$ cat config.mk
export PLATFORM = sky130hd
export DESIGN_NAME = sad_trigger_top
export DESIGN_NICKNAME = d
export VERILOG_FILES = /design/src/design/sad_pkg.sv /design/src/design/sad_sample_front.sv /design/src/design/sad_ref_sequencer.sv /design/src/design/sad_accumulator_bank.sv /design/src/design/sad_trigger_top.sv
export SDC_FILE = /design/constraint.sdc
export NUM_CORES = 2
export LEC_CHECK = 0
export ABC_AREA = 0
export BUFFER_PORTS_ARGS = -buffer_cell sky130_fd_sc_hd__buf_2
export CAP_MARGIN = 40
export CORE_ASPECT_RATIO = 0.75
export CORE_UTILIZATION = 50
export CTS_BUF_LIST = sky130_fd_sc_hd__clkbuf_4 sky130_fd_sc_hd__clkbuf_8
export DETAILED_ROUTE_END_ITERATION = 8
export PLACE_DENSITY = 0.65
export SYNTH_ARGS = -nofsm -noshare
export SYNTH_HDL_FRONTEND = slang
export SYNTH_SLANG_ARGS = --single-unit
$ cat constraint.sdc
create_clock -name adc_sampleclk -period 6.3 [get_ports adc_sampleclk]
set_input_delay 0.63 -clock adc_sampleclk [delete_from_list [all_inputs] [get_ports adc_sampleclk]]
set_output_delay 0.63 -clock adc_sampleclk [all_outputs]
set_load 0.05 [all_outputs]
$ cat src/design/sad_pkg.sv
`default_nettype none

package sad_pkg;

    localparam int SAMPLE_BITS = 8;
    localparam int SAD_BITS = 16;            // top bit doubles as saturation flag
    localparam int COUNT_BITS = 16;
    localparam int REF_INDEX_BITS = 8;       // caps REF_SAMPLES at 256
    localparam int DEFAULT_REF_SAMPLES = 32;

    // edges from the last window sample on adc_data to the trigger pulse
    localparam int TRIGGER_LATENCY = 5;

    typedef logic [SAMPLE_BITS-1:0] sample_t;
    typedef logic [SAD_BITS-1:0] sad_t;

    typedef struct packed {
        logic valid;
        logic [REF_INDEX_BITS-1:0] index;
        sample_t sample;
    } ref_write_t;

    typedef struct packed {
        sad_t threshold;
        logic multi_trigger;
    } sad_config_t;

    typedef struct packed {
        sample_t sample;                     // one cycle behind adc_data
        sad_t sample_pos;                    // two cycles behind, zero extended
        sad_t sample_neg;                    // two cycles behind, negated
    } front_t;

    typedef struct packed {
        sample_t ref_sample;
        logic restart;
        logic ready;
    } tap_ctrl_t;

    typedef struct packed {
        logic triggered;
        logic [COUNT_BITS-1:0] count;
    } trig_status_t;

endpackage

`default_nettype wire

$ cat src/design/sad_sample_front.sv
`default_nettype none

// ADC sample front end
// both operand forms are ready before the difference stage, so each tap
// only has to pick one and add the reference, no subtractor in front of a mux
module sad_sample_front (
    input  logic adc_sampleclk,
    input  sad_pkg::sample_t adc_data,
    output sad_pkg::front_t front
);

    sad_pkg::sample_t sample_r;
    sad_pkg::sad_t sample_wide;

    // zero extend to the counter width
    assign sample_wide = sad_pkg::sad_t'(sample_r);

    // stage 1, plain capture of the sample
    always_ff @(posedge adc_sampleclk) begin
        sample_r <= adc_data;
    end

    // stage 2, positive and two's complement forms
    always_ff @(posedge adc_sampleclk) begin
        front.sample_pos <= sample_wide;
        front.sample_neg <= -sample_wide;   // 0 - sample, mod 2**SAD_BITS
    end

    // the compare against the reference happens one stage earlier
    // than the add, so it sees the captured sample directly
    assign front.sample = sample_r;

endmodule

`default_nettype wire

$ cat src/design/sad_ref_sequencer.sv
`default_nettype none

// reference memory plus per-tap control
// tap i sees the reference delayed by i cycles, so every tap runs the same
// waveform but started at a different sample, one window closes per cycle
module sad_ref_sequencer #(
    parameter int REF_SAMPLES = sad_pkg::DEFAULT_REF_SAMPLES
) (
    input  logic adc_sampleclk,
    input  logic reset,
    input  logic armed,
    input  logic active,
    input  sad_pkg::ref_write_t ref_wr,
    output sad_pkg::tap_ctrl_t [REF_SAMPLES-1:0] taps
);

    localparam int PHASE_BITS = $clog2(REF_SAMPLES);

    // restart is used at the accumulate stage, three edges after the
    // matching ref sample leaves this block
    localparam int RESTART_LEAD = 3;
    localparam logic [REF_SAMPLES-1:0] RESTART_START =
        REF_SAMPLES'(1) << (REF_SAMPLES - RESTART_LEAD);

    localparam logic [PHASE_BITS-1:0] LAST_PHASE = PHASE_BITS'(REF_SAMPLES - 1);

    sad_pkg::sample_t ref_mem [REF_SAMPLES];
    sad_pkg::sample_t ref_chain [REF_SAMPLES];

    logic [PHASE_BITS-1:0] phase;
    logic [REF_SAMPLES-1:0] restart;      // one-hot, rotates one tap per cycle
    logic [REF_SAMPLES-1:0] ready;        // thermometer, fills after first pass
    logic run;

    assign run = armed && active;

    // out-of-range indices are dropped
    always_ff @(posedge adc_sampleclk) begin
        if (ref_wr.valid && (ref_wr.index < REF_SAMPLES)) begin
            ref_mem[ref_wr.index[PHASE_BITS-1:0]] <= ref_wr.sample;
        end
    end

    // reference delay chain
    always_ff @(posedge adc_sampleclk) begin
        ref_chain[0] <= ref_mem[phase];
        for (int i = 1; i < REF_SAMPLES; i++) begin
            ref_chain[i] <= ref_chain[i-1];
        end
    end

    always_ff @(posedge adc_sampleclk) begin
        if (reset || !run) begin
            phase <= '0;
            ready <= '0;
            restart <= RESTART_START;
        end else begin
            phase <= phase + 1'b1;          // wraps, REF_SAMPLES is a power of two
            restart <= {restart[REF_SAMPLES-2:0], restart[REF_SAMPLES-1]};
            // tap 0 goes ready at the end of the first pass and stays there
            ready <= {ready[REF_SAMPLES-2:0], ready[0] | (phase == LAST_PHASE)};
        end
    end

    always_comb begin
        for (int i = 0; i < REF_SAMPLES; i++) begin
            taps[i].ref_sample = ref_chain[i];
            taps[i].restart = restart[i];
            taps[i].ready = ready[i];
        end
    end

    // exactly one tap restarts, and it trails the phase by RESTART_LEAD taps,
    // otherwise the bank would merge, lose or misalign windows
    restart_one_hot : assert property (
        @(posedge adc_sampleclk) disable iff (reset)
        $onehot(restart) && restart[phase - PHASE_BITS'(RESTART_LEAD)]
    ) else $error("restart vector out of step at phase %0d: %b", phase, restart);

endmodule

`default_nettype wire

$ cat src/design/sad_accumulator_bank.sv
`default_nettype none

// per-tap SAD counters, threshold compare and trigger merge
module sad_accumulator_bank #(
    parameter int REF_SAMPLES = sad_pkg::DEFAULT_REF_SAMPLES
) (
    input  logic adc_sampleclk,
    input  logic reset,
    input  logic armed,
    input  logic clear_status,
    input  sad_pkg::sad_config_t cfg,
    input  sad_pkg::front_t front,
    input  sad_pkg::tap_ctrl_t [REF_SAMPLES-1:0] taps,
    output logic trigger,
    output sad_pkg::trig_status_t status
);

    logic [REF_SAMPLES-1:0] match;
    logic armed_r;
    logic blocked;

    for (genvar i = 0; i < REF_SAMPLES; i++) begin : g_tap
        logic decision;                   // sample above reference
        sad_pkg::sample_t ref_r;
        sad_pkg::sad_t incr;
        sad_pkg::sad_t sad;
        logic hit;

        always_ff @(posedge adc_sampleclk) begin
            decision <= front.sample > taps[i].ref_sample;
            ref_r <= taps[i].ref_sample;   // lines up with sample_pos/neg

            // absolute difference
            if (decision) begin
                incr <= front.sample_pos - sad_pkg::sad_t'(ref_r);
            end else begin
                incr <= front.sample_neg + sad_pkg::sad_t'(ref_r);
            end

            // first sample of a window reloads, otherwise add until saturated
            if (taps[i].restart) begin
                sad <= incr;
            end else if (!sad[sad_pkg::SAD_BITS-1]) begin
                sad <= sad + incr;
            end
        end

        // restart here marks the counter as holding a complete window
        always_ff @(posedge adc_sampleclk) begin
            if (reset) begin
                hit <= 1'b0;
            end else begin
                hit <= (sad <= cfg.threshold) && taps[i].restart && taps[i].ready;
            end
        end

        assign match[i] = hit;
    end

    // single-trigger mode, also covers a pulse still on its way into status
    assign blocked = !cfg.multi_trigger && (status.triggered || trigger);

    always_ff @(posedge adc_sampleclk) begin
        if (reset) begin
            trigger <= 1'b0;
        end else begin
            trigger <= |match && !blocked;
        end
    end

    always_ff @(posedge adc_sampleclk) begin
        if (reset) begin
            armed_r <= 1'b0;
            status <= '0;
        end else begin
            armed_r <= armed;
            if (clear_status || (armed && !armed_r)) begin   // clear wins over a pulse
                status <= '0;
            end else if (trigger) begin
                status.triggered <= 1'b1;
                if (status.count != '1) begin
                    status.count <= status.count + 1'b1;
                end
            end
        end
    end

    // once status shows a pulse, no pulse may be on the output at the same time,
    // which also catches a second pulse right behind the first
    single_trigger_holds : assert property (
        @(posedge adc_sampleclk) disable iff (reset)
        (status.triggered && !cfg.multi_trigger) |-> !trigger
    ) else $error("trigger fired again in single-trigger mode");

endmodule

`default_nettype wire

$ cat src/design/sad_trigger_top.sv
`default_nettype none

// SAD trigger on the ADC sample stream
module sad_trigger_top #(
    parameter int REF_SAMPLES = sad_pkg::DEFAULT_REF_SAMPLES
) (
    input  logic adc_sampleclk,
    input  logic reset,
    input  sad_pkg::sample_t adc_data,
    input  logic armed,
    input  logic active,
    input  sad_pkg::ref_write_t ref_wr,
    input  sad_pkg::sad_config_t cfg,
    input  logic clear_status,
    output logic trigger,
    output sad_pkg::trig_status_t status
);

    sad_pkg::front_t front;
    sad_pkg::tap_ctrl_t [REF_SAMPLES-1:0] taps;

    sad_sample_front sad_sample_front_i (
        .adc_sampleclk (adc_sampleclk),
        .adc_data      (adc_data),
        .front         (front)
    );

    sad_ref_sequencer #(.REF_SAMPLES(REF_SAMPLES)) sad_ref_sequencer_i (
        .adc_sampleclk (adc_sampleclk),
        .reset         (reset),
        .armed         (armed),
        .active        (active),
        .ref_wr        (ref_wr),
        .taps          (taps)
    );

    // armed only feeds the status clear here
    sad_accumulator_bank #(.REF_SAMPLES(REF_SAMPLES)) sad_accumulator_bank_i (
        .adc_sampleclk (adc_sampleclk),
        .reset         (reset),
        .armed         (armed),
        .clear_status  (clear_status),
        .cfg           (cfg),
        .front         (front),
        .taps          (taps),
        .trigger       (trigger),
        .status        (status)
    );

endmodule

`default_nettype wire

Yosys cells after proc, flatten, opt, wreduce, memory -nomap -nowiden
Memories as Yosys holds them, arrays and structs flattened. A register that Yosys moved wholly into a read port is not among the register bits. Index checks and enable logic that the tools add are counted. W data, S select, Z words.

Flip-flop bits (word level): 1464. RAM bits: 512. Input bits: 47. Output and inout bits: 18. Word-level logic and storage cells: 581. Memories: 2.

Add/sub/neg operators: 99. $lt $le $gt $ge: 65. Equal/unequal tests: 34. Muxes and demuxes: 99. Bitwise gates (word level): 1. Reductions and logical operators: 79.

Memories: sad_ref_sequencer_i.ref_chain (depth 32, width 8, rd ports 32, clocked after memory_dff 0, write ports 32, RTL line sad_ref_sequencer.sv:28) `sad_pkg::sample_t ref_chain [REF_SAMPLES];`; sad_ref_sequencer_i.ref_mem (depth 32, width 8, rd ports 1, clocked after memory_dff 1, write ports 1, RTL line sad_ref_sequencer.sv:27) `sad_pkg::sample_t ref_mem [REF_SAMPLES];`.

Operator list (number): $mux W16 (96); $add A16 B16 Y16 (32); $add A16 B8 Y16 (32); $le A16 B16 Y1 (32); $sub A8 B8 Y9 (32); $gt A8 B8 Y1 (32); $logic_and A1 B1 Y1 (69); $ne A2 B2 Y1 const B (32); $reduce_or A32 Y1 (1); $add A16 B1 Y16 const B (1); $ne A16 B16 Y1 const B (1); $neg A8 Y16 (1); $lt A8 B6 Y1 const B (1); $add A5 B1 Y5 const B (1); $eq A5 B5 Y1 const B (1); $mux W5 (1); $logic_not A1 Y1 (4); $logic_or A1 B1 Y1 (3); $mux W1 (2); $reduce_and A2 Y1 (1); $reduce_or A2 Y1 (1); $or A1 B1 Y1 (1).

Logic depth before layout (Yosys ltp)
Word-level depth: 4. Gate-level depth with buffers: 13. Gate-level depth less buffers: 11.

By module
From an unflattened synthesis, not the netlist that was laid out.

Cells, all modules: 13660. Area total of the unflattened synthesis: 131045.7 sq um.

By module, submodules not included: sad_accumulator_bank (times used 1, cells each 12681, area an instance 113083.5 sq um, sequential area each 32090.8 sq um); sad_ref_sequencer (times used 1, cells each 912, area an instance 17098.9 sq um, sequential area each 14193.6 sq um); sad_sample_front (times used 1, cells each 67, area an instance 863.3 sq um, sequential area each 600.6 sq um).

Least setup slack after synthesis
Ideal clock, no wire load.

Kind: register to register. Start point: register sad_sample_front_i.front[1] (netlist name). End point: register sad_accumulator_bank_i.g_tap[0].incr[9]. Library setup time: 0.082 ns. Data arrival time: 4.280 ns. Data required time: 6.218 ns. Path slack: 1.938 ns. Stages on the path, launching flop included: 10. Buffers on the path: 0. Period minus slack after synthesis: 4.362 ns. Cells stage by stage: dfxtp_1 ha_1 a21o_1 a21oi_1 o21bai_1 a21oi_1 nand2b_1 a21oi_1 or3b_2 o2111ai_1.

Cells in the longest elaborated chain, start to end: 2.

RTL lines: $add A16 B8 Y16 (RTL line sad_accumulator_bank.sv:37) `incr <= front.sample_neg + sad_pkg::sad_t'(ref_r);`; $mux W16 (RTL line sad_accumulator_bank.sv:34) `if (decision) begin`; to (signal assigned) (RTL line sad_accumulator_bank.sv:35) `incr <= front.sample_pos - sad_pkg::sad_t'(ref_r);`; to (signal assigned) (RTL line sad_accumulator_bank.sv:37); to (decl) (RTL line sad_accumulator_bank.sv:25) `sad_pkg::sad_t incr;`.

Every way passes these cells. A chain may end at the register's enable or synchronous reset.

Worst setup path in the final report
Start point: register sad_sample_front_i.front[12] (netlist name). End point: register sad_accumulator_bank_i.g_tap[11].incr[13].

Cells in the longest elaborated chain, start to end: 2.

RTL lines (RTL line): $add A16 B8 Y16 (sad_accumulator_bank.sv:37); $mux W16 (sad_accumulator_bank.sv:34); to (signal assigned) (sad_accumulator_bank.sv:35); to (signal assigned) (sad_accumulator_bank.sv:37); to (decl) (sad_accumulator_bank.sv:25).

Every way passes these cells.

==> results.md <==
* Initial antenna violation count at 15
* Post-DP HPWL at 252800 um
* Die area at 232500 um^2
* Vias at 93850
* H-tree depth at 5
* Clock slew at reported path FFs at 0.06 ns
* Routability cong. at 0.9239
* Vias/cell at 6.117
* Outcome: finished, final reports clean
* Nets at 13940
* CP max stage delay at 0.77 ns
* Most used cell, CP: buf_4
* FF+latch count, synth at 1726
* Syn Std Cell Area at 115300 um^2
* CP max stage cell: dfxtp_4
* Slew HR at 33.63%
* Share of cells above drive strength 1 at 7.358%
* Unrepaired setup endpoints after global routing: false
* Tcrit/Tclk final at 56.97%
* Final ANT Viol Nets at 0
* Final hold slack at 0.1933 ns
* CTS tree: yes
* Largest net degree at the start of global routing at 46
* Post-CTS setup buffer count at 0
* CP top delay family: buffers and inverters
* Critical Path Start Type: flip-flop
* Final std cell area, no fill at 126700 um^2
* Mapped Cells at 11830
* Core Rows at 152
* Period minus WS final at 3.589 ns
* Power Dens Cells at 259.8 nW/um^2
* Worst skew pair latency at 1.00 ns
* Starting Density at 50.35%
* Worst Path Required at 7.05 ns
* WP buf/inv at 2
* Synth async-reset ratio at 0%
* Max Clock Skew at 0.1278 ns
* Ports at 65
* Register area share after synthesis at 36.36%
* EDFF count, synth at 736
* CTS max path bufs at 4
* CTS Buf Count at 299
* Die H at 417.9 um
* Crit path max fanout at 42
* Peak supply drop at 0.2345 mV
* First-pass GRT wire length at 543600 um
* Worst Hold Class: in2reg
* Crit Path Category: reg2reg
* Cell Area, Placed at 120000 um^2
* Final Hold Vio Count at 0
* Final setup fails at 0
* Ys Warns at 0
* Vias in the first global route at 89690
* Iteration-0 DRC Markers at 9578
* Synthesized area per cell at 9.749 um^2
* Worst EP arrival at 4.34 ns
* Clk sinks at 1726
* Netlist cell types at 75
* Area delta synth->final at 9.876%
* DRT Pass-1 Iters at 7
* Final Max Slew Viols at 0
* Pleak at 0.05542 uW
* Syn Nets at 13730
* Max-cap violations at 0
* Root Buffer Master: clkbuf_8
* Gr ovfl total at 0
* CP Cell Sequence: and2_4 -> nand2_4 -> nor2_4 -> buf_4 -> buf_4 -> nand3_1 -> xnor2_1 -> o21ai_0
* Fmax at 278.6 MHz
* Total Wirelength at 364500 um
* Core Box Area at 229000 um^2
* PortBufs at 64
* Worst Tran Pin Value at 0.9955 ns
* Total global-route track usage at 30.53%
* DRC viols at 0
* Die Wd at 556.5 um
* Routed WL per cell at 23.76 um
* CP endpoint kind: flip-flop
* Post-synth top flop: dfxtp_1
* Setup TNS Final at 0 ns
[final cells by class]
type / instances / area, um^2
fill: 19860 / 102300
tap: 3080 / 3854
timing repair buffer: 208 / 2039
multi-input combinational: 9040 / 69390
clock buffer: 450 / 5662
clock inverter: 83 / 858.3
inverter: 752 / 2864
sequential: 1726 / 42000
antenna: 4 / 10.01
[final timing paths]
| check | start | endpoint | slack (ns) | cells after the start |
|---|---|---|---|---|
| worst max-delay path | sad_sample_front_i.front[12] | sad_accumulator_bank_i.g_tap[11].incr[13] | 2.71 | 8 |
| worst min register to register | sad_ref_sequencer_i.ref_chain[0][7] | sad_ref_sequencer_i.ref_chain[0][15] | 0.35 | 0 |
| worst max register to register | sad_sample_front_i.front[12] | sad_accumulator_bank_i.g_tap[11].incr[13] | 2.71 | 8 |
| worst min-delay path | ref_wr[0] | sad_ref_sequencer_i.ref_mem[2][0] | 0.19 | 1 |
[state kept, by name, indices dropped and copies added (netlist names), 32 cells and up]
signal	flops
sad_accumulator_bank_i.g_tap.ref_r	225
sad_ref_sequencer_i.ready	32
sad_accumulator_bank_i.g_tap.hit	32
sad_accumulator_bank_i.g_tap.decision	32
sad_ref_sequencer_i.ref_chain	39
sad_ref_sequencer_i.ref_mem	256
sad_accumulator_bank_i.g_tap.incr	512
sad_accumulator_bank_i.g_tap.sad	512
sad_ref_sequencer_i.restart	32
[kinds of logic after synthesis]
family | Yosys count | synth area share (%)
compound gates | 3409 | 18.85
simple gates | 2786 | 11.93
fa+ha+maj | 1861 | 20.82
flops | 1726 | 36.36
buf+inv | 1060 | 3.485
xor+xnor | 805 | 6.115
mux | 179 | 2.431
[repair_timing]
action | 4_1_cts | 5_1_grt
endpoints found under the hold margin | 9 | 0
hold buffers | 9 | 0
resized for setup | 0 | 0
[where the power goes]
part | leakage (uW) | internal, uW | switching (uW)
sequential | 0.0151 | 12400 | 920
clock | 0.00347 | 6420 | 5010
combinational | 0.0369 | 3460 | 4660
total | 0.0554 | 22300 | 10600
[synthesized netlist by cell type, types with 34 or more instances]
cell type,instances,area [um^2]
a22o_1,212,1857
mux4_2,80,1802
fa_1,96,1922
or3_1,35,219.0
o31ai_1,140,1051
clkbuf_1,258,968.4
a21oi_1,807,4039
nor2b_1,288,1802
nand2_1,812,3048
dfxtp_1,990,19820
nand2b_1,214,1339
o21ai_0,969,4850
nor2_1,558,2095
a21o_1,436,3273
ha_1,1765,22080
nand4_1,226,1414
nor3_1,180,900.9
mux2i_1,91,910.9
and3_1,116,725.7
o41ai_1,75,656.9
edfxtp_1,736,22100
nand3_1,179,895.9
o21a_1,206,1546
xor2_1,281,2461
o21bai_1,98,735.7
a21boi_0,109,818.3
nand3b_1,71,533.0
xnor2_1,524,4589
inv_1,752,2823
buf_1,34,127.6
a211oi_1,58,435.4
[per-stage QoR]
stage	power, uW	worst slack (ns)	util (%)	instances
floorplan	19200	1.938	-	11830
detailed placement	21450	2.771	52.43	14800
CTS	32870	2.865	55.31	15340
global route	34470	2.523	55.32	15340
global placement	21110	2.740	51.97	14740
finish	32910	2.711	55.32	15340
[placed cells by master, fill, tap and decap left out, types with 114 or more instances in the layout]
cell type	synthesis	routed
o21ai_0	969	969
nor3_1	180	180
clkbuf_8	0	365
a21oi_1	807	807
ha_1	1765	1765
o31ai_1	140	140
and3_1	116	114
nand2_1	812	812
inv_1	752	731
edfxtp_1	736	736
o21a_1	206	206
nor2_1	558	556
nor2b_1	288	288
dfxtp_1	990	962
a22o_1	212	212
nand2b_1	214	214
xnor2_1	524	524
a21o_1	436	436
xor2_1	281	281
nand4_1	226	226
nand3_1	179	179
[per-layer routing]
layer  vias up  GRT usage [%]  wire, um
met2      4048          45.22    151600
met4         4          11.50     14240
met3       744          5.045     32910
met5         -              0        26
li1      43830              -         -
met1     45230          44.33    165700
Note: power is estimated with default switching activity, not from simulation.
